--- src/emu_link_config.svh ---
`ifndef EMU_LINK_CONFIG_SVH
`define EMU_LINK_CONFIG_SVH

////////////////////
// emulated time
////////////////////

`define EMU_DT_W 16

// transmit clock half-periods in time units
`define EMU_T_LO 20
`define EMU_T_HI 20

////////////////////
// signal levels
////////////////////

`define EMU_LVL_W 16
`define EMU_TX_MAIN 8000
`define EMU_TX_POST 2000

////////////////////
// step response table
////////////////////

`define EMU_FUNC_W 18
`define EMU_FUNC_ADDR_W 9
// time bits below the table index
`define EMU_FUNC_FRAC_W 4
// 16384 is a gain of one
`define EMU_FUNC_Q 14

`endif

--- src/emu_link_pkg.sv ---
`include "emu_link_config.svh"

package emu_link_pkg;

    ////////////////////
    // vector types
    ////////////////////

    // one step or duration of emulated time
    typedef logic [`EMU_DT_W-1:0] emu_dt_t;

    typedef logic signed [`EMU_LVL_W-1:0] level_t;

    typedef logic signed [`EMU_FUNC_W-1:0] func_word_t;

    typedef logic [`EMU_FUNC_ADDR_W-1:0] func_addr_t;

    // lfsr state and tap mask
    typedef logic [31:0] prbs_word_t;

    ////////////////////
    // channel table
    ////////////////////

    // wdata0 is the segment start, wdata1 the slope per time unit
    typedef struct packed {
        logic       we;
        func_addr_t waddr;
        func_word_t wdata0;
        func_word_t wdata1;
    } chan_wr_t;

    typedef struct packed {
        func_word_t offset;
        func_word_t slope;
    } func_entry_t;

    typedef enum logic {
        PH_LO,
        PH_HI
    } osc_phase_e;

endpackage

--- src/osc_model_core.sv ---
`timescale 1ns/1ps

`include "emu_link_config.svh"

module osc_model_core (
    input  logic                  emu_clk,
    input  logic                  emu_rst,
    input  emu_link_pkg::emu_dt_t dt_max_i,
    output emu_link_pkg::emu_dt_t emu_dt_o,
    output logic                  clk_val_o
);
    import emu_link_pkg::*;

    osc_phase_e phase_q;
    emu_dt_t    t_rem_q;
    logic       edge_now;

    // never step past the next clock edge
    assign emu_dt_o = (t_rem_q < dt_max_i) ? t_rem_q : dt_max_i;

    // this step lands exactly on the edge
    assign edge_now = (emu_dt_o == t_rem_q);

    assign clk_val_o = (phase_q == PH_HI);

    always_ff @(posedge emu_clk) begin
        if (emu_rst) begin
            phase_q <= PH_LO;
            t_rem_q <= emu_dt_t'(`EMU_T_LO);
        end else if (edge_now) begin
            // reload with the half-period of the phase being entered
            if (phase_q == PH_LO) begin
                phase_q <= PH_HI;
                t_rem_q <= emu_dt_t'(`EMU_T_HI);
            end else begin
                phase_q <= PH_LO;
                t_rem_q <= emu_dt_t'(`EMU_T_LO);
            end
        end else begin
            t_rem_q <= t_rem_q - emu_dt_o;
        end
    end

    // a zero step request would freeze emulated time for every block
    dt_max_nonzero_a: assert property (
        @(posedge emu_clk) disable iff (emu_rst)
        dt_max_i != '0
    ) else $error("osc_model_core: dt_max_i is zero");

endmodule

--- config.mk ---
export PLATFORM = sky130hd
export DESIGN_NAME = osc_model_core
export DESIGN_NICKNAME = d
export VERILOG_FILES = /design/src/emu_link_pkg.sv /design/src/osc_model_core.sv
export VERILOG_INCLUDE_DIRS = /design/src
export SDC_FILE = /design/constraint.sdc
export NUM_CORES = 1
export LEC_CHECK = 0
export BUFFER_PORTS_ARGS = -buffer_cell sky130_fd_sc_hd__buf_4
export CORE_AREA = 2 2 70 72
export CTS_BUF_LIST = sky130_fd_sc_hd__clkbuf_4 sky130_fd_sc_hd__clkbuf_8 sky130_fd_sc_hd__clkbuf_16
export DETAILED_ROUTE_END_ITERATION = 10
export DIE_AREA = 0 0 72 74
export HOLD_SLACK_MARGIN = 0.08
export PLACE_DENSITY = 0.56
export SLEW_MARGIN = 20
export SYNTH_ARGS = -nofsm -noshare
export SYNTH_HDL_FRONTEND = slang
export SYNTH_SLANG_ARGS = --single-unit
--- constraint.sdc ---
create_clock -name emu_clk -period 8.08 [get_ports emu_clk]
set_clock_uncertainty 0.1 [all_clocks]
set_input_delay 0.404 -clock emu_clk [delete_from_list [all_inputs] [get_ports emu_clk]]
set_output_delay 0.404 -clock emu_clk [all_outputs]
set_load 0.05 [all_outputs]
==> flow_metrics.env, run 1 <==
export IMPL_cts_resized_gates=0
export IMPL_synth_top_area_share_pct=19.76
export IMPL_syn_avg_cell_area_um2=7.544
export IMPL_port_buffer_count=34
export IMPL_coreArea_um2=4598
export IMPL_syn_area_um2=1773
export IMPL_crit_arrival_ps=5040
export IMPL_worst_pin_slew_ps=616.8
export IMPL_h_tree_depth=1
export IMPL_outcome="finished clean"
export IMPL_slew_headroom_pct=58.88
export IMPL_dieArea_um2=5328
export IMPL_initial_core_util_pct=38.56
export IMPL_io_pins=35
export IMPL_clock_sinks=17
export IMPL_synth_main_ff_cell="dfxtp_1"
export IMPL_ys_seq_area_share_pct=19.20
export IMPL_clock_fmax_mhz=199.8
export IMPL_numCtsBuffers=3
export IMPL_synth_edf_count=0
export IMPL_setup_slack_ps=3075
export IMPL_antenna_left=0
export IMPL_syn_nets=282
export IMPL_rows=25
export IMPL_cts_tree="built"
export IMPL_synth_seq_cells=17
export IMPL_synth_most_common_cell="inv_1"
export IMPL_vias=1658
export IMPL_yosys_top_cells_area="ha_1 20%, dfxtp_1 19%, inv_1 7.0%, nor2_1 6.6%, a21oi_1 5.6%"
export IMPL_antennaDiodeCount=0
export IMPL_grt_max_degree=24
export IMPL_grt_total_usage_pct=16.31
export IMPL_clockBufferDepth=2
export IMPL_drive_gt1_share_pct=17.54
export IMPL_crit_type="reg2reg"
export IMPL_ctsHoldBuffers=0
export IMPL_synth_cell_types=51
export IMPL_synthCells=235
export IMPL_grt_pass1_vias=1477
export IMPL_clkLatencyLatePin_ps=260
export IMPL_fp_dieH_um=74
export IMPL_max_cap_violations=0
export IMPL_gp_congestion=0.8005
export IMPL_synth_top_cell_by_area="ha_1"
export IMPL_grt_overflow=0
export IMPL_avgViaCountPerCell=5.149
export IMPL_ys_warn_count=0
export IMPL_n_fill_cell=489
export IMPL_final_cell_area_um2=2138
export IMPL_dpl_worst_slack_ps=2838
export IMPL_drv_slew=0
export IMPL_period_needed_ps=5005
export IMPL_post_cts_setup_buffer_count=0
export IMPL_crit_path_start_kind="flop"
export IMPL_hp_class="in2reg"
export IMPL_antenna_found_initial=0
export IMPL_firstDrtPassIters=4
export IMPL_crit_path_end_kind="flop"
export IMPL_wl_per_cell_um=12.80
export IMPL_setup_tns_ps=0
export IMPL_dp_hpwl_um=3317
export IMPL_die_w_um=72
export IMPL_finalHoldViolCount=0
export IMPL_fin_crit_sh_pct=61.95
export IMPL_totalWireLength_um=4120
export IMPL_required_ps=8110
export IMPL_ys_async_sr_fraction_pct=0
export IMPL_cts_root_buf="clkbuf_8"
export IMPL_rsz0062_at_grt="no"
export IMPL_syn2layout_area_growth_pct=20.61
export IMPL_synthTopCellsByCount="33 x inv_1, 31 x nor2_1, 28 x ha_1"
export IMPL_nets=316
export IMPL_cp_max_fo=9
export IMPL_clk_pin_slew_ps=80
export IMPL_drc=0
export IMPL_setup_viol=0
export IMPL_grt_pass1_wl_um=6844
export IMPL_place_area_um2=2090
export IMPL_dr_first_iter_drc_count=86
-- per-stage QoR --
stage,instances,hold WS [ps],util [%]
after floorplan,235,376.4,-
after global placement,318,410.6,45.44
after detailed placement,318,416.3,45.44
after CTS,322,203.9,46.50
after global routing,322,208.7,46.50
final,322,209.9,46.50
-- final timing paths --
check,startpoint,endpoint,slack (ps),cells past startpoint
max,t_rem_q[5],t_rem_q[12],3070,18
min,emu_rst,clk_val_o,210,2
max reg2reg,t_rem_q[5],t_rem_q[12],3070,18
min reg2reg,clk_val_o,clk_val_o,430,2
-- routing by layer --
layer | track usage, % | wire, µm | vias to the layer above
li1 | - | - | 892
met1 | 24.03 | 2134 | 723
met2 | 26.13 | 1770 | 39
met3 | 1.220 | 175 | 4
met4 | 3.774 | 39 | 0
met5 | 0 | 0 | -
-- flip-flops by register name, summed over array words and instances, names as in the netlist --
| name | count |
|---|---|
| t_rem_q | 16 |
| clk_val_o | 1 |
-- cell type report --
type / instances / area, µm² / share of cell area [%]
flip-flops and latches: 17 / 340.3 / 15.92
repair buffers: 35 / 262.8 / 12.29
multi-input cells: 179 / 1295 / 60.56
inverters: 33 / 123.9 / 5.793
clock buffers: 4 / 48.80 / 2.282
well taps: 54 / 67.56 / 3.160
-- logic make-up after synthesis --
kind of cell               Yosys count  share of synthesized area, %
and+or+nand+nor                     72                         18.91
AOI/OAI and AO/OA                   61                         23.43
buffers and inverters               39                         8.750
adders and majority gates           29                         20.89
DFF                                 17                         19.20
xor gates and xnor gates            13                         6.422
muxes                                4                         2.399
-- cell usage in the layout (no fill, tap or decap), types with 3 or more instances in the layout --
cell type and count:
a21oi_1 20, nand4_1 5, and3_1 3, a21o_1 4, o21ai_0 10, nor3_1 4, buf_4 35, o211ai_1 3
xnor2_1 6, nand2b_1 5, nand3_1 3, ha_1 28, nor2_1 31, inv_1 33, xor2_1 7, dfxtp_1 17
a211oi_1 3, clkbuf_8 3, nand2_1 14
-- critical path: stages (launching register included) --
cell	delay, ps
dfxtp_1	330
ha_1	290
a21o_1	190
a221oi_2	270
o21ai_1	170
a311o_1	520
o21ai_0	320
ha_1	220
inv_1	50
fa_1	430
a211oi_1	310
o21ai_0	210
a2111o_1	460
o211ai_1	150
a21boi_1	270
a2111oi_2	90
nor3_2	290
xor2_1	170
nor2_1	50
Power of run 1 is left out: the tool's default activity adds up to more than one toggle a clock period on the data nets, which glitch-free logic cannot reach.
==> inputs of run 2 (changes only) <==
clock period = 5.1 ns   (was 8.08 ns; I/O delays follow)
==> run 2 against run 1 <==
Net effect:
- die area stayed put
- worst hold slack better by 100 ps
- final area is 1.6% higher
- critical path type unchanged
==> flow_metrics.env, run 2 (synthesized netlist as in run 1, its figures left out) <==
export IMPL_outcome="finished clean"
export IMPL_min_path_cells=5
export IMPL_cts_root_buf="clkbuf_8"
export IMPL_io_pins=35
export IMPL_cp_max_fo=9
export IMPL_final_cell_area_um2=2173
export IMPL_clkLatencyLatePin_ps=260
export IMPL_fp_dieH_um=74
export IMPL_grt_pass1_vias=1559
export IMPL_rsz0062_at_grt="no"
export IMPL_clockBufferDepth=2
export IMPL_drc=0
export IMPL_finalHoldViolCount=0
export IMPL_drive_gt1_share_pct=19.12
export IMPL_rows=25
export IMPL_wl_per_cell_um=12.90
export IMPL_post_cts_setup_buffer_count=0
export IMPL_crit_path_end_kind="flop"
export IMPL_avgViaCountPerCell=5.061
export IMPL_crit_path_start_kind="flop"
export IMPL_period_needed_ps=4724
export IMPL_final_core_util_pct=47.27
export IMPL_coreArea_um2=4598
export IMPL_place_area_um2=2116
export IMPL_clk_pin_slew_ps=80
export IMPL_rr_startpoint="t_rem_q[5]"
export IMPL_setup_viol=0
export IMPL_antennaDiodeCount=0
export IMPL_antenna_found_initial=0
export IMPL_antenna_left=0
export IMPL_timing_rr_end="t_rem_q[12]"
export IMPL_regMostFlops="t_rem_q"
export IMPL_setup_tns_ps=0
export IMPL_r2r_slack_ps=380
export IMPL_clock_fmax_mhz=211.7
export IMPL_die_w_um=72
export IMPL_dieArea_um2=5328
export IMPL_largest_reg_flops=16
export IMPL_crit_arrival_ps=4770
export IMPL_layout_common_cells="38 x buf_4, 33 x inv_1, 31 x nor2_1, 28 x ha_1, 20 x a21oi_1"
export IMPL_h_tree_depth=1
export IMPL_vias=1650
export IMPL_grt_pass1_wl_um=7162
export IMPL_totalWireLength_um=4204
export IMPL_fin_crit_sh_pct=92.62
export IMPL_max_cap_violations=0
export IMPL_r2r_cells=18
export IMPL_worst_pin_slew_ps=595.2
export IMPL_syn2layout_area_growth_pct=22.58
export IMPL_clock_sinks=17
export IMPL_min_to="t_rem_q[9]"
export IMPL_firstDrtPassIters=4
export IMPL_numCtsBuffers=3
export IMPL_gp_congestion=0.8290
export IMPL_hp_class="in2reg"
export IMPL_port_buffer_count=34
export IMPL_required_ps=5150
export IMPL_grt_total_usage_pct=17.27
export IMPL_nets=320
export IMPL_drv_slew=0
export IMPL_grt_max_degree=20
export IMPL_initial_core_util_pct=38.56
export IMPL_crit_type="reg2reg"
export IMPL_hp_start="dt_max_i[9]"
export IMPL_dp_hpwl_um=3438
export IMPL_slew_headroom_pct=60.24
export IMPL_hold_ws_ps=313.2
export IMPL_final_common_cell="buf_4"
export IMPL_dr_first_iter_drc_count=69
export IMPL_cts_tree="built"
export IMPL_grt_overflow=0
[run 2: layout make-up]
class / count / area, µm²
Fill cell: 475 / 2425
Multi-Input combinational cell: 179 / 1300
Sequential cell: 17 / 340.3
Timing Repair Buffer: 39 / 295.3
Inverter: 33 / 123.9
Tap cell: 54 / 67.56
Clock buffer: 3 / 41.29
Clock inverter: 1 / 5.005
[run 2: worst max-delay path, stage by stage, from the launching register on]
cell       delay [ps]
dfxtp_1           330
ha_1              280
a21o_1            190
a221oi_2          250
o21ai_1           170
a311o_2           530
o21ai_2           170
ha_1              180
inv_1              50
fa_1              420
a211oi_1          290
o21ai_1           190
a2111o_1          430
o211ai_1          130
a21boi_1          280
a2111oi_2          90
nor3_2            300
xor2_1            170
nor2_1             50
[run 2: layer usage]
layer | vias up | part of all wire (%) | wire length (µm) | track usage (%)
met5 | - | 0 | 0 | 0
met4 | 0 | 1.5 | 61 | 5.660
met3 | 5 | 3.2 | 135 | 2.168
met2 | 30 | 43 | 1794 | 26.54
met1 | 716 | 53 | 2212 | 25.17
li1 | 899 | - | - | -
[run 2: worst max path at each step]
stage	from	end	slack [ps]	cells after the start
2_1_floorplan	dt_max_i[11]	t_rem_q[12]	210	21
3_3_place_gp	dt_max_i[5]	t_rem_q[12]	190	20
3_5_place_dp	dt_max_i[5]	t_rem_q[12]	200	20
4_1_cts	t_rem_q[5]	t_rem_q[12]	240	18
5_1_grt	t_rem_q[5]	t_rem_q[12]	5	17
6_report	t_rem_q[5]	t_rem_q[12]	380	18
[run 2: stage by stage]
stage	cells	worst slack (ps)
CTS	326	243.2
global route	326	5.235
detailed placement	321	202.0
floorplan	235	207.3
finish	326	376.2
global placement	321	186.0
[run 2: timing repair]
action,in CTS,in global routing
endpoints found under the hold margin,1,0
hold buffers,1,0
gates resized for setup,0,2
setup endpoints to repair,0,2
Power of run 2 is left out for the same reason.
