$ cat config.mk
export PLATFORM = sky130hd
export DESIGN_NAME = prbs_gen
export DESIGN_NICKNAME = d
export VERILOG_FILES = /design/src/emu_link_pkg.sv /design/src/prbs_gen.sv
export VERILOG_INCLUDE_DIRS = /design/src
export SDC_FILE = /design/constraint.sdc
export NUM_CORES = 1
export LEC_CHECK = 0
export CORE_AREA = 2 2 62 64
export CTS_BUF_LIST = sky130_fd_sc_hd__clkbuf_8 sky130_fd_sc_hd__clkbuf_16
export DETAILED_ROUTE_END_ITERATION = 8
export DIE_AREA = 0 0 64 66
export DONT_BUFFER_PORTS = 1
export SLEW_MARGIN = 20
export SYNTH_ARGS = -nofsm -noshare
export SYNTH_HDL_FRONTEND = slang
export SYNTH_SLANG_ARGS = --single-unit
$ cat constraint.sdc
create_clock -name emu_clk -period 1.9 [get_ports emu_clk]
set_input_delay 0.19 -clock emu_clk [delete_from_list [all_inputs] [get_ports emu_clk]]
set_output_delay 0.19 -clock emu_clk [all_outputs]
set_load 0.01 [all_outputs]
$ cat src/emu_link_config.svh
`ifndef EMU_LINK_CONFIG_SVH
`define EMU_LINK_CONFIG_SVH

////////////////////
// emulated time
////////////////////

`define EMU_DT_W 16

// transmit clock half-periods in time units
`define EMU_T_LO 20
`define EMU_T_HI 20

////////////////////
// signal levels
////////////////////

`define EMU_LVL_W 16
`define EMU_TX_MAIN 8000
`define EMU_TX_POST 2000

////////////////////
// step response table
////////////////////

`define EMU_FUNC_W 18
`define EMU_FUNC_ADDR_W 9
// time bits below the table index
`define EMU_FUNC_FRAC_W 4
// 16384 is a gain of one
`define EMU_FUNC_Q 14

`endif

$ cat src/emu_link_pkg.sv
`include "emu_link_config.svh"

package emu_link_pkg;

    ////////////////////
    // vector types
    ////////////////////

    // one step or duration of emulated time
    typedef logic [`EMU_DT_W-1:0] emu_dt_t;

    typedef logic signed [`EMU_LVL_W-1:0] level_t;

    typedef logic signed [`EMU_FUNC_W-1:0] func_word_t;

    typedef logic [`EMU_FUNC_ADDR_W-1:0] func_addr_t;

    // lfsr state and tap mask
    typedef logic [31:0] prbs_word_t;

    ////////////////////
    // channel table
    ////////////////////

    // wdata0 is the segment start, wdata1 the slope per time unit
    typedef struct packed {
        logic       we;
        func_addr_t waddr;
        func_word_t wdata0;
        func_word_t wdata1;
    } chan_wr_t;

    typedef struct packed {
        func_word_t offset;
        func_word_t slope;
    } func_entry_t;

    typedef enum logic {
        PH_LO,
        PH_HI
    } osc_phase_e;

endpackage

$ cat src/prbs_gen.sv
`timescale 1ns/1ps

module prbs_gen (
    input  logic                     emu_clk,
    input  logic                     emu_rst,
    input  logic                     cke_i,
    input  emu_link_pkg::prbs_word_t eqn_i,
    output logic                     bit_o
);
    import emu_link_pkg::*;

    prbs_word_t state_q;
    logic       new_bit;

    // fibonacci feedback from the taps picked by the mask
    assign new_bit = ^(state_q & eqn_i);

    always_ff @(posedge emu_clk) begin
        if (emu_rst) begin
            state_q <= prbs_word_t'(1);
        end else if (cke_i) begin
            state_q <= {state_q[30:0], new_bit};
        end
    end

    ////////////////////
    // output bit
    ////////////////////

    always_ff @(posedge emu_clk) begin
        if (emu_rst) begin
            bit_o <= 1'b0;
        end else if (cke_i) begin
            bit_o <= new_bit;
        end
    end

    // a bad tap mask can drain the register, after which the
    // sequence is stuck at zero for good
    state_live_a: assert property (
        @(posedge emu_clk) disable iff (emu_rst)
        state_q != '0
    ) else $error("prbs_gen: lfsr state is all zero, eqn 0x%08h", eqn_i);

endmodule

==> results.toml, run 1 <==
[synth]
yosysTopAreaCell = "dfxtp_1"
ys_ff_latch = 33
syn-num-nets = 206
synth_cell_types = 13
synth_area_um2 = 1540
avgSynthCellArea_um2 = 9.03
yosysWarningCount = 0
netlist_instances = 171
synth_top_cell_area_share_pct = 42.8
ys_seq_area_share_pct = 42.8
synth_area_leaders = "dfxtp_1 43%, mux2i_1 20%, xnor2_1 14%, nand2_1 7.8%, nor2_1 7.8%"

[drt]
top_layer_used = "met4"
wl_per_cell_um = 13.2
wl_met3_um = 197
final_antenna_net_count = 0
first_pass_iters = 4
drc_errors = 0
drt_first_iter_violations = 46
wl_met1_um = 1330
vias_per_cell = 4.78
num_vias = 1057
routed_wl_um = 2920
wl_met2_um = 1360

[timing]
skew_ns = 0.00699
max_slew_margin_pct = 85.2
slew_violations = 0
fin_crit_sh_pct = 82.3
finalSetupViolations = 0
hold_viol_final = 0
setup_tns_ns = 0
min_period_ns = 1.56
worstMarginPinSlew_ns = 0.220
rsz0062_at_grt = "no"
max_freq_mhz = 640

[clock_tree]
cts_buffers = 5
clk_latency_ns = 0.28
cts_resized = 0
cts-htree-levels = 2
clock_sinks = 33
clock_path_buffers = 2
clkSlewWorstSetupHoldPaths_ns = 0.07
cts_tree = "yes"
root_buffer = "clkbuf_8"

[die]
ioPinCount = 36
die_x_um = 64
start_util_pct = 43.5
die_y_um = 66
rows = 22
coreArea_um2 = 3550
die_area_um2 = 4220

[worst_setup_path]
critical_path.top_delay_family = "XOR/XNOR gates"
critical_path_buf_inv_count = 0
crit_type = "register to register"
crit_arrival_ns = 1.73
path_common_cell = "xnor2_1"
worstRegToRegCells = 7
endpoint_kind = "register"
crit_fanout = 3
r2r_start = "state_q[29]"
startpoint_type = "register"
r2r-end = "state_q[0]"
cp_cell_sequence = "nand2_1 -> xor2_1 -> xnor2_1 -> xnor2_1 -> xnor2_1 -> xnor2_1 -> a31oi_1"
r2r_slack_ns = 0.34
slowest_stage = "dfxtp_1"
critPathRequiredTime_ns = 2.06
slowest_delay_ns = 0.37

[worst_hold_path]
hold_depth = 1
hp-class = "primary input to register"
min_from = "cke_i"
holdPathEnd = "state_q[0]"

[global_route]
antenna_found_initial = 0
grt_pass1_vias = 1055
grt.total_usage_pct = 15.0
overflow = 0
grt_pass1_wl_um = 4800
grt_max_degree = 36

[cells_and_area]
final_util_pct = 47.3
areaGrowthSynthToFinish_pct = 8.83
nNetsFinal = 207
fin_cells = 221
n_antenna_cell = 0
layout-drive-gt1-share_pct = 4.05

[place]
port_buffers = 0
dp.cells = 211
place_hpwl_um = 2150
gp_congestion = 0.772

[pwr]
p_leak_nw = 0.655
cellPowerDensity_nw_per_um2 = 747
ir_drop_uv = 401

[flow_run]
maxCapViolations = 0

[outcome]
status = "finished clean"
## Yosys cell counts, drive strengths merged
cell and count:
nand2 32, dfxtp 33, clkbuf 4, nor3 1
nor2 32, a31oi 1, a211oi 1, xnor2 25
buf 4, xor2 6, mux2i 31, inv 1
## where the power goes
part	internal (W)	switching, W	leakage, nW	total [W]
logic	0.0000390	0.0000289	0.337	0.0000678
clock network	0.000244	0.000234	0.0519	0.000477
registers	0.000701	0.00000852	0.267	0.000709
## metrics by stage
step / hold WS (ns) / setup WS (ns) / cell area (um^2) / total power, W
after global routing: 0.0213 / 0.196 / 1680 / 0.00131
after global placement: 0.260 / 0.360 / 1570 / 0.000773
after detailed placement: 0.260 / 0.319 / 1570 / 0.000777
after CTS: 0.0166 / 0.315 / 1680 / 0.00128
final: 0.0214 / 0.337 / 1680 / 0.00125
after floorplan: 0.460 / 0.477 / 1540 / 0.000795
## cells by family after synthesis
kind of cell    count (synthesis)  share of synthesized area (%)
mux                            31                           20.1
xor+xnor                       31                           17.6
simple gates                   65                           15.9
flops                          33                           42.8
buf+inv                         9                           2.43
compound gates                  2                           1.22
## worst register-to-register path: cells and delay by family (launching register included)
kind | cells | cell delay [ns]
compound gates | 1 | 0.12
simple gates | 1 | 0.08
flops | 1 | 0.37
xor+xnor | 5 | 0.88
## state kept, by name, indices dropped and copies added (netlist names)
signal / count
state_q: 32
bit_o: 1
## how the worst max path moves through the flow
stage | cells after the start | from | slack (ns) | to
global route | 7 | state_q[24] | 0.20 | state_q[0]
CTS | 7 | state_q[22] | 0.32 | state_q[0]
finish | 7 | state_q[29] | 0.34 | state_q[0]
floorplan | 7 | state_q[4] | 0.48 | state_q[0]
global placement | 7 | state_q[24] | 0.36 | state_q[0]
detailed placement | 7 | state_q[24] | 0.32 | state_q[0]
## timing repair
action	4_1_cts	5_1_grt
endpoints found under the hold margin	32	0
hold buffers	2	0
endpoints found under the setup margin	0	0
setup buffers	0	0
## cells in the final DEF, fill, tap and decap left out, drive strengths merged, types with 4 or more instances in the layout
cell / count
mux2i: 31
xor2: 6
nand2: 32
nor2: 32
inv: 4
dfxtp: 33
xnor2: 25
clkbuf: 5
## area by class of cell
cell class                 instances  area, um^2
clock inverter                     3        11.3
sequential                        33         661
tap                               48        60.1
multi-input combinational        129         846
fill                             350        1870
inverter                           1        3.75
timing repair buffer               2        30.0
clock buffer                       5        68.8
## per-layer routing
| metal | up-vias | global-route usage, % |
|---|---|---|
| met1 | 471 | 17.9 |
| li1 | 551 | - |
| met5 | - | 0 |
| met4 | 0 | 5.98 |
| met3 | 6 | 6.30 |
| met2 | 29 | 23.7 |
No activity file was read; power rests on OpenSTA's default activity.
==> inputs of run 2 (changes only) <==
- clock period: 1.9 -> 1.35 ns (I/O delays scaled with it)
==> results.toml, run 2 (same netlist as run 1, synthesis figures left out) <==
[die]
rows = 22
ioPinCount = 36
die_area_um2 = 4220
die_y_um = 66
start_util_pct = 43.5
coreArea_um2 = 3550
die_x_um = 64

[timing]
worstMarginPinSlew_ns = 0.235
fin_crit_sh_pct = 116
hold_ws_ns = 0.0181
slew_violations = 0
max_slew_margin_pct = 84.2
min_period_ns = 1.57
worst_slack_ns = -0.220
setup_tns_ns = -0.409
skew_ns = 0.00269
hold_viol_final = 0
max_freq_mhz = 637
finalSetupViolations = 2
rsz0062_at_grt = "yes"

[place]
dp.cells = 239
placed_cell_area_um2 = 1800
port_buffers = 0
gp_congestion = 0.737
place_hpwl_um = 2350

[outcome]
violations = "setup timing"
status = "complete, but fails checks"

[pwr]
p_int_w = 0.00139
combPwrFrac_pct = 6.2
p_sw_w = 0.000386
cellPowerDensity_nw_per_um2 = 898
p_leak_nw = 0.847
p_clk_share_pct = 37.8
seqPwrFrac_pct = 55.9
ir_drop_uv = 538
swShare_pct = 21.7

[cells_and_area]
final_cell_mix = "32 x nor2_1, 31 x mux2i_1, 29 x buf_4, 25 x nand2_1, 22 x dfxtp_2"
seq_area_um2 = 688
final_common_cell = "nor2_1"
largest_register_ffs = 32
fillCellCount = 337
layout-drive-gt1-share_pct = 34.7
regMostFlops = "state_q"
design_area_um2 = 1980
multi_input_area_um2 = 901
n_antenna_cell = 0
fin_cells = 250
areaGrowthSynthToFinish_pct = 28.3
largestRegisters = "state_q: 32 flops, bit_o: 1 flops"
nNetsFinal = 236

[global_route]
antenna_found_initial = 0
grt_max_degree = 35
grt_pass1_wl_um = 5300
overflow = 0
grt.total_usage_pct = 16.7
grt_pass1_vias = 1189

[clock_tree]
clock_path_buffers = 2
cts_tree = "yes"
cts-htree-levels = 2
clk_latency_ns = 0.28
cts_buffers = 5
clkSlewWorstSetupHoldPaths_ns = 0.06
clock_sinks = 33
root_buffer = "clkbuf_8"

[worst_setup_path]
endpoint_kind = "register"
crit_type = "register to register"
crit_arrival_ns = 1.72
critPathRequiredTime_ns = 1.50
startpoint_type = "register"
crit_fanout = 2

[drt]
vias_per_cell = 4.79
first_pass_iters = 4
wl_per_cell_um = 12.9
drc_errors = 0
drt_first_iter_violations = 59
routed_wl_um = 3230
num_vias = 1198
final_antenna_net_count = 0

[flow_run]
maxCapViolations = 0

[worst_hold_path]
hp-class = "primary input to register"
run 2: cell types whose count changed in the layout (fill, tap and decap cells not counted):
cell     change
nand2_2      +7
buf_4       +29
xor2_1       -1
xnor2_1      -4
dfxtp_1     -22
dfxtp_2     +22
xor2_2       +1
nand2_1      -7
xnor2_2      +4
run 2: metal layers:
| metal | track usage, % | vias to the layer above | share of wire (%) |
|---|---|---|---|
| li1 | - | 604 | - |
| met1 | 19.4 | 560 | 44 |
| met2 | 27.2 | 30 | 48 |
| met3 | 7.16 | 4 | 7.3 |
| met4 | 6.52 | 0 | 0.68 |
| met5 | 0 | - | 0 |
run 2: cell type report:
| cell class | instances | area share [%] |
|---|---|---|
| clock buffer | 5 | 3.47 |
| clock inverter | 3 | 0.569 |
| inverter | 1 | 0.190 |
| multi-input combinational | 129 | 45.5 |
| sequential | 33 | 34.7 |
| tap | 48 | 3.03 |
| timing repair buffer | 31 | 12.5 |
run 2: power by group through the flow:
| stage | clock network [W] | logic [W] | registers (W) |
|---|---|---|---|
| floorplan | 0 | 0.000104 | 0.00102 |
| global placement | 0 | 0.0000837 | 0.00102 |
| detailed placement | 0 | 0.0000871 | 0.00102 |
| CTS | 0.000699 | 0.000112 | 0.000995 |
| global route | 0.000748 | 0.000121 | 0.000996 |
| finish | 0.000673 | 0.000111 | 0.000995 |
run 2: final timing paths:
check,startpoint,endpoint,slack [ns],depth (start not counted)
setup / recovery,state_q[31],state_q[0],-0.22,7
hold / removal,cke_i,state_q[28],0.02,2
setup reg to reg,state_q[31],state_q[0],-0.22,7
hold reg to reg,state_q[5],state_q[6],0.50,2
run 2: per-stage QoR:
stage          total power (W)  setup slack (ns)  util (%)
2_1_floorplan          0.00112           -0.0447         -
3_3_place_gp           0.00110            -0.197      50.7
3_5_place_dp           0.00110            -0.238      50.7
4_1_cts                0.00181            -0.210      54.7
5_1_grt                0.00187            -0.349      55.8
6_report               0.00178            -0.220      55.8
run 2: repair_timing:
| item | CTS | global route |
|---|---|---|
| gates cloned | 0 | 0 |
| endpoints found under the setup margin | 2 | 2 |
| gates resized for setup | 6 | 11 |
| setup buffers | 1 | 0 |
| hold buffers | 2 | 0 |
| pin swaps | 10 | 12 |
| endpoints found under the hold margin | 33 | 0 |
run 2: worst max-delay path, stage by stage (launching register included):
cell     delay (ns)
dfxtp_1        0.34
nand2_1        0.10
xnor2_2        0.18
xnor2_1        0.16
xnor2_1        0.16
xnor2_1        0.11
xnor2_1        0.25
a31oi_1        0.14
==> inputs of run 3 (changes only) <==
- clock period: 1.35 -> 2 ns (I/O delays scaled with it)
==> results.toml, run 3 (same netlist as run 1, synthesis figures left out) <==
[flow_run]
maxCapViolations = 0

[cells_and_area]
final_util_pct = 46.9
n_antenna_cell = 0
nNetsFinal = 207
regMostFlops = "state_q"
layout-drive-gt1-share_pct = 4.05
areaGrowthSynthToFinish_pct = 7.86
largest_register_ffs = 32
final_common_cell = "dfxtp_1"
fillCellCount = 367
final_cell_mix = "33 x dfxtp_1, 32 x nor2_1, 32 x nand2_1, 31 x mux2i_1, 25 x xnor2_1"
largestRegisters = "state_q: 32 flops, bit_o: 1 flops"

[die]
coreArea_um2 = 3550
die_y_um = 66
die_area_um2 = 4220
ioPinCount = 36
start_util_pct = 43.5
rows = 22
die_x_um = 64

[drt]
drc_errors = 0
vias_per_cell = 4.76
drt_first_iter_violations = 38
final_antenna_net_count = 0
num_vias = 1052
wl_per_cell_um = 13.4
routed_wl_um = 2970
first_pass_iters = 3

[clock_tree]
clkSlewWorstSetupHoldPaths_ns = 0.06
cts_buffers = 5
root_buffer = "clkbuf_8"
clk_latency_ns = 0.28
post_cts_buffers = 0
cts-htree-levels = 2
clock_sinks = 33
clock_path_buffers = 2
cts_tree = "yes"

[timing]
skew_ns = 0.00241
min_period_ns = 1.58
finalSetupViolations = 0
hold_viol_final = 0
max_slew_margin_pct = 62.0
fin_crit_sh_pct = 79.2
setup_tns_ns = 0
max_freq_mhz = 631
slew_violations = 0
worstMarginPinSlew_ns = 0.571
rsz0062_at_grt = "no"

[place]
place_hpwl_um = 2150
gp_congestion = 0.772
port_buffers = 0

[outcome]
status = "finished clean"

[worst_setup_path]
startpoint_type = "register"
r2r_slack_ns = 0.42
crit_type = "register to register"
cp_cell_sequence = "nand2_1 -> xnor2_1 -> xnor2_1 -> xnor2_1 -> xnor2_1 -> xnor2_1 -> a31oi_1"
crit_fanout = 3
slowest_stage = "dfxtp_1"
endpoint_kind = "register"
critPathRequiredTime_ns = 2.16
critical_path_buf_inv_count = 0
crit_arrival_ns = 1.74
path_common_cell = "xnor2_1"
critical_path.top_delay_family = "XOR/XNOR gates"
slowest_delay_ns = 0.37

[worst_hold_path]
hp-class = "primary input to register"

[pwr]
p_leak_nw = 0.650
ir_drop_uv = 389
cellPowerDensity_nw_per_um2 = 714

[global_route]
overflow = 0
grt.total_usage_pct = 15.2
grt_max_degree = 36
grt_pass1_wl_um = 4840
grt_pass1_vias = 1076
antenna_found_initial = 0
[run 3: worst register-to-register path, cell delays in order, from the launching register on]
cell	delay, ns
dfxtp_1	0.37
nand2_1	0.11
xnor2_1	0.19
xnor2_1	0.17
xnor2_1	0.17
xnor2_1	0.17
xnor2_1	0.18
a31oi_1	0.12
[run 3: repair_timing]
item	CTS	global route
endpoints found under the hold margin	32	0
resized for setup	0	0
setup endpoints to repair	0	0
hold buffers	2	0
[run 3: worst paths after layout]
| path | cells after the start | end | from |
|---|---|---|---|
| setup / recovery | 7 | state_q[0] | state_q[22] |
| hold / removal | 1 | state_q[0] | cke_i |
| setup reg to reg | 7 | state_q[0] | state_q[22] |
| hold reg to reg | 2 | state_q[11] | state_q[11] |
[run 3: layout make-up]
| class | count | area (um^2) | share of cell area (%) |
|---|---|---|---|
| multi-input combinational | 129 | 846 | 50.8 |
| sequential | 33 | 661 | 39.7 |
| clock buffer | 5 | 68.8 | 4.13 |
| tap | 48 | 60.1 | 3.61 |
| timing repair buffer | 2 | 15.0 | 0.902 |
| clock inverter | 3 | 11.3 | 0.676 |
| inverter | 1 | 3.75 | 0.225 |
[run 3: metrics by stage]
step	hold WS, ns	std cells	total power [W]	setup WS [ns]	instance area (um^2)
finish	0.0343	221	0.00119	0.415	1670
CTS	0.0234	221	0.00122	0.376	1670
global placement	0.270	211	0.000735	0.460	1570
floorplan	0.460	171	0.000755	0.577	1540
detailed placement	0.270	211	0.000738	0.421	1570
global route	0.0412	221	0.00125	0.267	1670
[run 3: report_power, final]
group / switching (W) / internal [W]
combinational: 0.0000276 / 0.0000335
sequential: 0.00000790 / 0.000666
clock: 0.000223 / 0.000231
total: 0.000259 / 0.000931
[run 3: per-layer routing]
| layer | up-vias | GRT usage [%] | part of all wire [%] |
|---|---|---|---|
| met5 | - | 0 | 0 |
| met4 | 0 | 5.71 | 1.5 |
| met3 | 5 | 7.33 | 6.8 |
| met2 | 25 | 24.1 | 45 |
| met1 | 475 | 17.6 | 47 |
| li1 | 547 | - | - |
