`src/emu_link_config.svh`:
```
`ifndef EMU_LINK_CONFIG_SVH
`define EMU_LINK_CONFIG_SVH

////////////////////
// emulated time
////////////////////

`define EMU_DT_W 16

// transmit clock half-periods in time units
`define EMU_T_LO 20
`define EMU_T_HI 20

////////////////////
// signal levels
////////////////////

`define EMU_LVL_W 16
`define EMU_TX_MAIN 8000
`define EMU_TX_POST 2000

////////////////////
// step response table
////////////////////

`define EMU_FUNC_W 18
`define EMU_FUNC_ADDR_W 9
// time bits below the table index
`define EMU_FUNC_FRAC_W 4
// 16384 is a gain of one
`define EMU_FUNC_Q 14

`endif

```
`src/emu_link_pkg.sv`:
```
`include "emu_link_config.svh"

package emu_link_pkg;

    ////////////////////
    // vector types
    ////////////////////

    // one step or duration of emulated time
    typedef logic [`EMU_DT_W-1:0] emu_dt_t;

    typedef logic signed [`EMU_LVL_W-1:0] level_t;

    typedef logic signed [`EMU_FUNC_W-1:0] func_word_t;

    typedef logic [`EMU_FUNC_ADDR_W-1:0] func_addr_t;

    // lfsr state and tap mask
    typedef logic [31:0] prbs_word_t;

    ////////////////////
    // channel table
    ////////////////////

    // wdata0 is the segment start, wdata1 the slope per time unit
    typedef struct packed {
        logic       we;
        func_addr_t waddr;
        func_word_t wdata0;
        func_word_t wdata1;
    } chan_wr_t;

    typedef struct packed {
        func_word_t offset;
        func_word_t slope;
    } func_entry_t;

    typedef enum logic {
        PH_LO,
        PH_HI
    } osc_phase_e;

endpackage

```
`src/tx_core.sv`:
```
`timescale 1ns/1ps

`include "emu_link_config.svh"

module tx_core (
    input  logic                 emu_clk,
    input  logic                 emu_rst,
    input  logic                 cke_i,
    input  logic                 bit_i,
    output emu_link_pkg::level_t level_o
);
    import emu_link_pkg::*;

    logic   prev_q;
    level_t main_term;
    level_t post_term;

    ////////////////////
    // tap weights
    ////////////////////

    // bit 1 maps to +1 and bit 0 to -1
    always_comb begin
        main_term = bit_i ? level_t'(`EMU_TX_MAIN) : -level_t'(`EMU_TX_MAIN);
        post_term = prev_q ? level_t'(`EMU_TX_POST) : -level_t'(`EMU_TX_POST);
    end

    // de-emphasis by the post-cursor tap
    always_ff @(posedge emu_clk) begin
        if (emu_rst) begin
            prev_q  <= 1'b0;
            level_o <= '0;
        end else if (cke_i) begin
            prev_q  <= bit_i;
            level_o <= main_term - post_term;
        end
    end

endmodule

```
`config.mk`:
```
export PLATFORM = sky130hd
export DESIGN_NAME = tx_core
export DESIGN_NICKNAME = d
export VERILOG_FILES = /design/src/emu_link_pkg.sv /design/src/tx_core.sv
export VERILOG_INCLUDE_DIRS = /design/src
export SDC_FILE = /design/constraint.sdc
export NUM_CORES = 1
export LEC_CHECK = 0
export BUFFER_PORTS_ARGS = -buffer_cell sky130_fd_sc_hd__buf_4
export CORE_AREA = 2 2 39 41
export CTS_BUF_LIST = sky130_fd_sc_hd__clkbuf_8 sky130_fd_sc_hd__clkbuf_16
export CTS_CLUSTER_SIZE = 40
export DETAILED_ROUTE_END_ITERATION = 8
export DIE_AREA = 0 0 41 43
export MAX_ROUTING_LAYER = met4
export PLACE_DENSITY = 0.72
export RECOVER_POWER = 100
export SYNTH_ARGS = -nofsm -noshare
export SYNTH_HDL_FRONTEND = slang
export SYNTH_SLANG_ARGS = --single-unit
```
`constraint.sdc`:
```
create_clock -name emu_clk -period 2.8 [get_ports emu_clk]
set_input_delay 0.56 -clock emu_clk [delete_from_list [all_inputs] [get_ports emu_clk]]
set_output_delay 0.56 -clock emu_clk [all_outputs]
set_load 0.03 [all_outputs]
```
==> summary.md, run 1 <==
The flow ran to the end, and the final reports show no timing, DRC or antenna violations. The portion of netlist area occupied by mux cells was 0.04420. Synthesized-area fraction occupied by ao, oa, aoi and oai cells: 0.1133.

The analysis attributes to net switching a power of 98.43 uW. The cell count after synthesis came out at 48. The biggest cell delay along the critical path works out to 360 ps.

After the last flow step, the layout net total stands at 68. The run gives 0.5679 as the worst-case headroom to the max-slew limit. The tools report the antenna violation net count after detailed routing as 0. The number of H-tree levels was 1; the largest net degree at the start of global routing was 14.

Using the TritonRoute via totals, the vias-per-cell ratio works out to 4.135. The area added between synthesis and finish was 9.945%; the total power of the final layout was 331.6 uW. The worst hold slack was 459.6 ps; the number of hold violations in the final report was 0. A synthesized cell averages 9.436 sq um.

The combinational share of power is 0.204. The startpoint type of the worst setup path is a flop. The routed wirelength normalized by instance count was 9.230 microns.

Buffers placed on the I/O ports in this run total 15. The number of gates resized after CTS was 0. The reg-to-reg setup timing slack came out at 1630 ps.

The critical path is of the reg2out type. The logs give 14 for the number of core rows and 677.6 MHz for the maximum operating frequency. The cell type group with the largest total delay on the critical path is flip-flops. The layout cell share with drive strength beyond 1 came out at 0.1724.

Setup repair after global routing left no endpoint under its margin. The shortest clock period the worst path allows after layout came out at 1476 ps. The run gives 920 ps as the signal arrival time at the worst endpoint. The floorplan step defined a die boundary enclosing 1763 sq um. The tools report the initial antenna violation count as 0.

The critical path required time was 2240 ps. For this run, the leading register cell type out of synthesis is dfxtp_1. The global-route wire length before repair was 1.021 mm; the aggregate routed wire length was 683 microns. The congestion estimate from routability-driven global placement came to 0.6647. The total via count after detailed routing is 306, and the leakage dissipation is 0.2150 nW.

The combinational family with the most area after synthesis was buffers and inverters. In this run the deepest clock path goes through 2 buffers. During synthesis, Yosys emitted a total of 0 warnings. Clock-pin slew was measured on the worst setup and hold paths at 40 ps. At the later pin of the worst-skew pair, clock insertion delay measures 230 ps.

The highest net fanout along the worst path came out at 4. TritonCTS built the clock tree. The async set-or-reset flop fraction in the synthesized netlist was 0; the worst clock skew was 1.399 ps.

Counting instances in the post-synthesis netlist gives the leading cell types as 9 x buf_4, 9 x nor2_1, 8 x dfxtp_1. The tree is rooted in a clkbuf_8. Post-synthesis share of cell area spent on and, or, nand and nor gates: 0.1492. The half-perimeter wire length after detailed placement is 518.6 microns. Worst-path cell with the longest stage delay: dfxtp_1. The number of cells in the design after placement came out at 71. The number of setup violations in the final report was 0. Buffers added to address setup during post-CTS repair amount to 0. CTS saw 8 sinks.

The path class of the tightest hold or removal check is reg2reg. The logs give 0.09278 for the overall fraction of global-route tracks in use and 1384 sq um for the core area. The internal portion of the total power is 233.2 uW.

The number of clock buffers added by TritonCTS is 3. For the pin with the worst max-slew slack, the measured transition is 648.2 ps. Remaining global-route overflow: 0. dfxtp_1 takes more of the synthesized area than any other cell. The vertical extent of the die came out at 43 microns. The logs give 74 for the number of standard cells in the layout, taps in and fillers out and 0.2349 mV for the peak ir drop on the vdd network. The number of distinct library cell variants in the gate-level netlist after synthesis is 16.

The fraction of power consumed by the clock network was 0.407; the count of flip-flops with a built-in enable after synthesis was 0. The number of hold buffers added after CTS was 0. The logs give 0.3273 for the effective utilization at floorplan and 0 for the max-cap violation count. After the first detailed-routing iteration, the DRC count stood at 2. The logs give 0 for the number of pins exceeding their max-slew limit in the final report and 452.9 sq um for the netlist area before placement. Final cycle utilization of the critical path: 0.5271. The count of buffer and inverter cells on the critical path works out to 1. The first detailed-routing pass took 4 iterations. The die is 41 microns wide. Setup total negative slack on the finished layout was measured at 0 ps.

The via count of the first global-routing pass was 241. STA classifies the critical path endpoint as an output pin. In the post-synthesis netlist, the biggest area contributors are dfxtp_1 35%, buf_4 15%, ha_1 11%. The repair_antennas step left the layout with diodes totalling 0. The adder and majority cell fraction of the synthesized area is 0.1105, and the fraction of power spent switching nets is 0.2968. The sequential area share after synthesis was 0.3536; the number of top-level pins was 20.

The sequential power share is 0.388, and the power density over the cells is 665.9 nW/um^2. The post-synthesis share of cell area spent on xor and xnor gates is 0.01934. For the post-route DRC violation count, the log shows 0. Number of synthesized register bits: 8. The area fraction of the dominant cell type after synthesis came out at 0.3536. The critical path goes through clkbuf_1.
[stage by stage]
step / util / setup WS, ps / cell area, sq um
4_1_cts: 0.4005 / 1453 / 554.3
3_5_place_dp: 0.3707 / 1403 / 513.0
3_3_place_gp: 0.3707 / 1457 / 513.0
5_1_grt: 0.3599 / 1260 / 498.0
6_report: 0.3599 / 1324 / 498.0
2_1_floorplan: - / 1484 / 464.2
[per-layer routing]
metal / global-route usage / wire, microns
met2: 0.1094 / 311
met3: 0.03141 / 53
met4: 0.08000 / 21
met5: - / 0
met1: 0.1197 / 297
[flip-flops by register name, summed over array words and instances, names as in the netlist]
signal and cells:
level_o 7, prev_q 1
[final cells by class]
| type | count | area, sq um |
|---|---|---|
| fillers | 170 | 885.9 |
| repair buffers | 15 | 63.81 |
| flip-flops and latches | 8 | 160.2 |
| clock buffers | 3 | 41.29 |
| well taps | 16 | 20.02 |
| inverters | 2 | 7.507 |
| multi-input cells | 30 | 205.2 |
[path summary, 6_finish.rpt]
kind,to,cells after the start,from
max reg2reg,level_o[7],4,prev_q
min,level_o[4],2,level_o[4]
min reg2reg,level_o[4],2,level_o[4]
max,level_o[11],1,level_o[14]
[layout by cell type (no fill, tap or decap)]
| cell | Yosys | routed |
|---|---|---|
| o22ai_1 | 1 | 1 |
| nor2_2 | 3 | 2 |
| nor2_1 | 9 | 10 |
| buf_4 | 9 | 2 |
| clkbuf_8 | 0 | 3 |
| conb_1 | 1 | 4 |
| mux2i_1 | 2 | 2 |
| a211oi_2 | 3 | 2 |
| nand2b_1 | 1 | 1 |
| nand2b_2 | 1 | 1 |
| a211oi_1 | 1 | 2 |
| ha_1 | 4 | 4 |
| dfxtp_1 | 8 | 8 |
| clkbuf_1 | 0 | 13 |
| inv_1 | 2 | 2 |
| xor2_1 | 1 | 1 |
[power by group through the flow]
| stage | logic [mW] | registers, mW | clock network, mW |
|---|---|---|---|
| 2_1_floorplan | 0.0529 | 0.145 | 0 |
| 3_3_place_gp | 0.0790 | 0.131 | 0 |
| 3_5_place_dp | 0.0800 | 0.131 | 0 |
| 4_1_cts | 0.0803 | 0.129 | 0.140 |
| 5_1_grt | 0.0733 | 0.130 | 0.151 |
| 6_report | 0.0677 | 0.129 | 0.135 |
[worst min-delay path: cells and delay by family (launching register included)]
| kind | cells | cell delay, ps |
|---|---|---|
| AND/OR/NAND/NOR | 2 | 110 |
| flip-flops | 1 | 310 |
[cells by family (layout without fill, tap and decap cells)]
family                   count (synthesis)  in the layout
flip-flops                               8              8
adder cells (fa/ha/maj)                  4              4
other                                    1              4
AND/OR/NAND/NOR                         14             14
AO/OA/AOI/OAI                            5              5
multiplexers                             2              2
buffers and inverters                   13             20
XOR/XNOR                                 1              1
No activity file was read; power rests on OpenSTA's default activity.
==> run 2, diff against run 1 <==
--- a/config.mk
+++ b/config.mk
@@ -13,7 +13,7 @@
 export DETAILED_ROUTE_END_ITERATION = 8
 export DIE_AREA = 0 0 41 43
 export MAX_ROUTING_LAYER = met4
-export PLACE_DENSITY = 0.72
+export PLACE_DENSITY = 0.74
 export RECOVER_POWER = 100
 export SYNTH_ARGS = -nofsm -noshare
 export SYNTH_HDL_FRONTEND = slang
==> constraint.sdc (replaced) <==
create_clock -name emu_clk -period 1.25 [get_ports emu_clk]
set_input_delay 0.25 -clock emu_clk [delete_from_list [all_inputs] [get_ports emu_clk]]
set_output_delay 0.25 -clock emu_clk [all_outputs]
set_load 0.03 [all_outputs]
==> run 2 against run 1 <==
Net effect: register-to-register slack got worse by 1600 ps; worst hold slack got worse by 200 ps; die area unchanged; cell count unchanged; sequential share of layout area decreased by 0.86 points; combinational power rose by 130%; critical path depth rose by 3; global-route usage increased by 1.1 points; largest power group unchanged.
==> summary.md, run 2 (synthesis results as in run 1) <==
The run finished with clean final reports. The overall fraction of global-route tracks in use is 0.1042, and the total number of clock tree sinks is 8. Entering global routing, the biggest net connects 14 pins.

The number of top-level pins is 20, and the vertical extent of the die is 43 microns. Power density over the cells: 1462 nW/um^2. The setup check on the worst reg-to-reg path leaves a slack of 80 ps. Counting flops per register, the top entry is level_o.

Leaving out fill and tap cells, the most frequent cell in the layout is nor2_1. The run gives 0 as the number of setup violations in the final report. The critical path required time is 1360 ps. On the final layout, the worst hold slack is 257.7 ps. STA classifies the critical path startpoint as a flop. The total negative slack for setup checks was 0 ps. The via count of the first global-routing pass was 280; the final RePlAce weighted congestion was 0.7568. The count of buffers added on input and output ports is 15.

The layout cell share with drive strength beyond 1 works out to 0.3103. TritonCTS built the clock tree. The number of core rows came out at 14. The die covers 1763 sq um. Counting along the longest clock path gives a buffer depth of 2. The routed wirelength normalized by instance count is 9.351 microns.

The type of the tightest min-delay check was in2reg. The tools report the number of hold violations in the final report as 0. For the net total in the final layout, the log shows 68.

The logs give 0.1281 for the global routing met2 resource utilization and 0 for the initial antenna violation count. Utilization after layout: 0.3698. The peak-usage layer in the global routing report is met2. Relative to the synthesized area, the layout overhead comes to 12.98%. The logs give 220 ps for the worst-skew pair later-pin latency and 1 for the number of DRC markers after the initial detailed-route iteration. The pre-antenna-repair detailed-routing pass consisted of 2 iterations. Setup repair after global routing left no endpoint under its margin. After detailed routing, the number of remaining DRC violations is 0.

In this run the standard cell core region covers 1384 sq um. The number of flip-flops under the largest register name was 7; the signal arrival time at the worst endpoint was 1280 ps. The highest net fanout along the worst path was 6. In this run the post-CTS setup repair buffer count came out at 0.

The effective utilization at floorplan is 0.3273. The tools report the number of pins exceeding their max-slew limit in the final report as 0. In this run the static leakage power is 0.2382 nW.

Across the routed clock network, the largest skew measured is 0.2085 ps. Detailed placement ended at an HPWL of 497.3 microns. For the number of H-tree levels, the log shows 1. Global routing usage on met3: 0.04712.

Measured along the x axis, the die boundary spans 41 microns. 0 antenna diodes ended up in the layout. The category of the critical setup timing path is reg2reg.

The worst setup path is captured at a flop. The run gives 0 as the antenna violation net count after detailed routing. In the layout the commonest cells are 9 x nor2_1, 8 x dfxtp_1, 6 x clkbuf_1, 6 x clkbuf_2.

The tool flagged a number of max-cap violations equal to 0. Clock-pin slew was measured on the worst setup and hold paths at 40 ps. The largest registers in the layout are level_o: 7 flops, prev_q: 1 flops. The final cycle utilization of the critical path came out at 0.9373. The routed layout has 307 vias. The met1 global-route usage was 0.1169; the peak ir drop on the vdd network was 0.6264 mV.

The design draws 748.0 uW. The number of hold buffers added after CTS is 0, and the shortest clock period the worst path allows after layout is 1172 ps. Maximum operating frequency: 853.5 MHz. The tools report the global-route wire length before repair as 1.117 mm. The remaining global-route overflow is 0, and the per-cell via count in the routed design is 4.149.

Wires add up to 692 microns. Once the clock tree was built, the resizer swapped 0 gates to a different size. Buffers inserted during clock tree synthesis total 3. CTS placed an instance of clkbuf_8 at the clock tree root.
## run 2: final cells by class
class,count,area [sq um]
Fill cell,163,872.1
Multi-Input combinational cell,30,207.7
Sequential cell,8,160.2
Timing Repair Buffer,15,75.07
Clock buffer,3,41.29
Tap cell,16,20.02
Inverter,2,7.507
## run 2: worst paths after layout
path              startpoint          end  depth (start not counted)
hold / removal       emu_rst  level_o[14]                          2
setup reg to reg      prev_q   level_o[7]                          4
hold reg to reg   level_o[4]   level_o[4]                          2
setup / recovery      prev_q   level_o[7]                          4
## run 2: per-layer routing
layer  vias up  part of all wire
met5         -                 0
met4         0                 0
met3         0             0.087
met2        13              0.47
met1       131              0.44
li1        163                 -
## run 2: power breakdown
part	internal (mW)	total, mW	switching, mW
logic	0.0451	0.157	0.112
clock network	0.208	0.302	0.0940
registers	0.275	0.289	0.0147
total	0.528	0.748	0.220
## run 2: worst max-delay path, cell delays in order, from the launching register on
cell and delay [ps]:
dfxtp_1 430, inv_1 110, ha_1 290, xor2_1 140, o22ai_1 90
## run 2: metrics by stage
step / instance area [sq um] / setup slack, ps / cells
floorplan: 464.2 / 173.0 / 51
CTS: 554.3 / 78.81 / 74
global route: 511.7 / 17.71 / 74
global placement: 513.0 / 137.5 / 71
detailed placement: 513.0 / 100.1 / 71
finish: 511.7 / 78.41 / 74
==> run 3, diff against run 2 <==
--- a/config.mk
+++ b/config.mk
@@ -9,11 +9,9 @@
 export BUFFER_PORTS_ARGS = -buffer_cell sky130_fd_sc_hd__buf_4
 export CORE_AREA = 2 2 39 41
 export CTS_BUF_LIST = sky130_fd_sc_hd__clkbuf_8 sky130_fd_sc_hd__clkbuf_16
-export CTS_CLUSTER_SIZE = 40
 export DETAILED_ROUTE_END_ITERATION = 8
 export DIE_AREA = 0 0 41 43
 export MAX_ROUTING_LAYER = met4
-export PLACE_DENSITY = 0.74
 export RECOVER_POWER = 100
 export SYNTH_ARGS = -nofsm -noshare
 export SYNTH_HDL_FRONTEND = slang
==> run 3 against run 2 <==
Net effect: cell count up 1.4%; die area unchanged; via count up 2.9%; register-to-register slack gained 160 ps; flip-flop and latch count is the same; utilization up 0.18 points; clock skew grew 0.76 ps; critical path depth shrank 3; worst hold slack about the same; maximum frequency grew 3.5%; largest power group unchanged; clock power barely moved; setup slack improved by 40 ps.
==> summary.md, run 3 (synthesis results as in run 1) <==
After clock tree synthesis, the clock-pin slew on the worst setup and hold paths is 40 ps. The clock tree buffer depth is 2. STA classifies the critical path startpoint as a flop. The logs give 0.9725 ps for the worst clock skew and 220 ps for the worst-skew pair later-pin latency. The flow ran to the end, and the final reports show no timing, DRC or antenna violations. Cell internal power was estimated by the tool at 529.0 uW.

The effective utilization at floorplan was 0.3273. The layout cell share with drive strength beyond 1 was 0.3051; the total number of clock tree sinks was 8. The fraction of power spent switching nets came out at 0.2920. The tool flagged a number of max-cap violations equal to 0. The tools report the number of pins exceeding their max-slew limit in the final report as 0. For the critical path required time, the log shows 1000 ps. The utilization after layout came out at 0.3716. In this run the worst path has a maximum fanout of 3.

Walking the worst path, the cells encountered are clkbuf_1. Row generation in the floorplan step produced 14 rows. The leakage dissipation is 0.2425 nW. The final cycle utilization of the critical path was 0.9052. Setup violations remaining at the end of the flow were counted as 0. The number of hold buffers added after CTS was 0; the die width was 41 microns. The global routing usage on met3 came out at 0.03141. The routed wirelength normalized by instance count came out at 9.480 microns. The overall fraction of global-route tracks in use was 0.1073; the sequential power share was 0.384. The initial antenna violation count was 0. The peak ir drop on the vdd network came out at 0.5160 mV. The most common library cell in the layout ignoring fill and taps is nor2_1. The first-pass detailed-route iteration total was 4; the vertical extent of the die was 43 microns. The global routing met2 resource utilization is 0.1250, and the floorplan die area is 1763 sq um.

The core area was 1384 sq um; the remaining global-route overflow was 0. The worst hold path was traced through 2 stages. The total via count after detailed routing was 316. In the layout the commonest cells are 9 x nor2_1, 8 x dfxtp_1, 6 x clkbuf_1, 6 x clkbuf_2. Entering global routing, the biggest net connects 14 pins. The count of buffer and inverter cells on the critical path was 1; the final RePlAce weighted congestion was 0.6696. For this block, the routed nets add up to 711 microns of wire. The detail route stage leaves a number of antenna-violating nets equal to 0.

The register with the highest flop count was level_o. In this run, post-CTS repair resized a total of 0 instances. The biggest cell delay along the critical path is 330 ps, and the net switching component of the power is 218.2 uW. The final layout contains 69 nets.

Counting cells, the worst reg-to-reg path comes to 4. The tightest min-delay check is of the in2reg type. The category of the critical setup timing path is reg2out. Number of logic stages on the critical path including buffering: 1. The peak-usage layer in the global routing report is met1. The worst-path cell with the longest stage delay was dfxtp_1. On the critical path the largest part of the delay comes from flip-flops. In this run the clock root is driven by a clkbuf_8. Input and output buffers added on the ports amount to 15. Counting the fill cells in the layout gives 159. Via count of the first global-routing pass: 276. The first global-routing pass estimated 1.152 mm of wire. The fraction of power consumed by the clock network was 0.402. The combinational share of power came out at 0.214. Setup repair after global routing left no endpoint under its margin.

In the routed layout, each cell is associated on average with a via count of 4.213. The tools report the number of hold violations in the final report as 0. The nature of the critical path endpoint was an output pin.

Timing would allow up to 883.8 MHz. Setup slack closes at 118.5 ps. The antenna diode count was 0; the met1 global-route usage was 0.1299. In the final layout, the registers with the most flip-flops are level_o: 7 flops, prev_q: 1 flops. In this run the post-CTS setup repair buffer count came out at 0. TritonCTS built the clock tree. For the post-route DRC violation count, the log shows 0. After routing, the total negative slack on setup checks comes to 0 ps.

Data on the critical path arrives at its endpoint at 880 ps. During I/O placement, the number of pins put on the boundary was 20. Dividing total power by cell area gives a power density of 1453 nW/um^2. The register with the most flip-flops in the layout has 7 of them. At the placement stage, the worst setup path has a slack of 184.5 ps.

Area added between synthesis and finish: 13.54%. The first routing iteration left 2 violations. The shortest clock period the worst path allows after layout came out at 1131 ps.

The number of H-tree levels was 1; the number of CTS-inserted buffers was 3.
-- run 3: changes by cell type in the layout (fill, tap and decap cells not counted) --
| cell | previous run | this run |
|---|---|---|
| a211oi_1 | 2 | 3 |
| a211oi_2 | 2 | 1 |
| buf_4 | 3 | 4 |
-- run 3: worst paths after layout --
| check | endpoint | slack, ps | startpoint |
|---|---|---|---|
| hold reg to reg | level_o[4] | 460 | level_o[4] |
| setup reg to reg | level_o[7] | 240 | prev_q |
| hold / removal | level_o[8] | 260 | emu_rst |
| setup / recovery | level_o[6] | 120 | level_o[6] |
-- run 3: layout make-up --
class                           instances  area, sq um  area share
Clock buffer                            3        41.29     0.08029
Inverter                                2        7.507     0.01460
Multi-Input combinational cell         30        202.7      0.3942
Sequential cell                         8        160.2      0.3114
Tap cell                               16        20.02     0.03893
Timing Repair Buffer                   16        82.58      0.1606
-- run 3: layer usage --
metal / part of all wire / routed length (microns) / up-vias
li1: - / - / 163
met1: 0.41 / 288 / 139
met2: 0.49 / 348 / 12
met3: 0.072 / 51 / 2
met4: 0.031 / 22 / 0
met5: 0 / 0 / -
-- run 3: through the flow --
stage | instance area, sq um | cells | power, mW | hold slack (ps)
finish | 514.2 | 75 | 0.7472 | 258.0
global route | 514.2 | 75 | 0.7966 | 251.5
CTS | 561.8 | 75 | 0.7912 | 262.7
detailed placement | 520.5 | 72 | 0.4769 | 460.2
global placement | 520.5 | 72 | 0.4736 | 449.5
floorplan | 464.2 | 51 | 0.4426 | 397.2
-- run 3: power by group through the flow --
stage | Clock [mW] | Sequential [mW] | Combinational, mW
3_3_place_gp | 0 | 0.291 | 0.183
4_1_cts | 0.318 | 0.288 | 0.185
3_5_place_dp | 0 | 0.292 | 0.185
2_1_floorplan | 0 | 0.324 | 0.119
5_1_grt | 0.334 | 0.289 | 0.174
6_report | 0.301 | 0.287 | 0.160
-- run 3: worst register-to-register path, stage by stage (launching register included) --
cell and delay [ps]:
dfxtp_1 320, inv_1 60, ha_1 280, xor2_1 150, o22ai_1 90
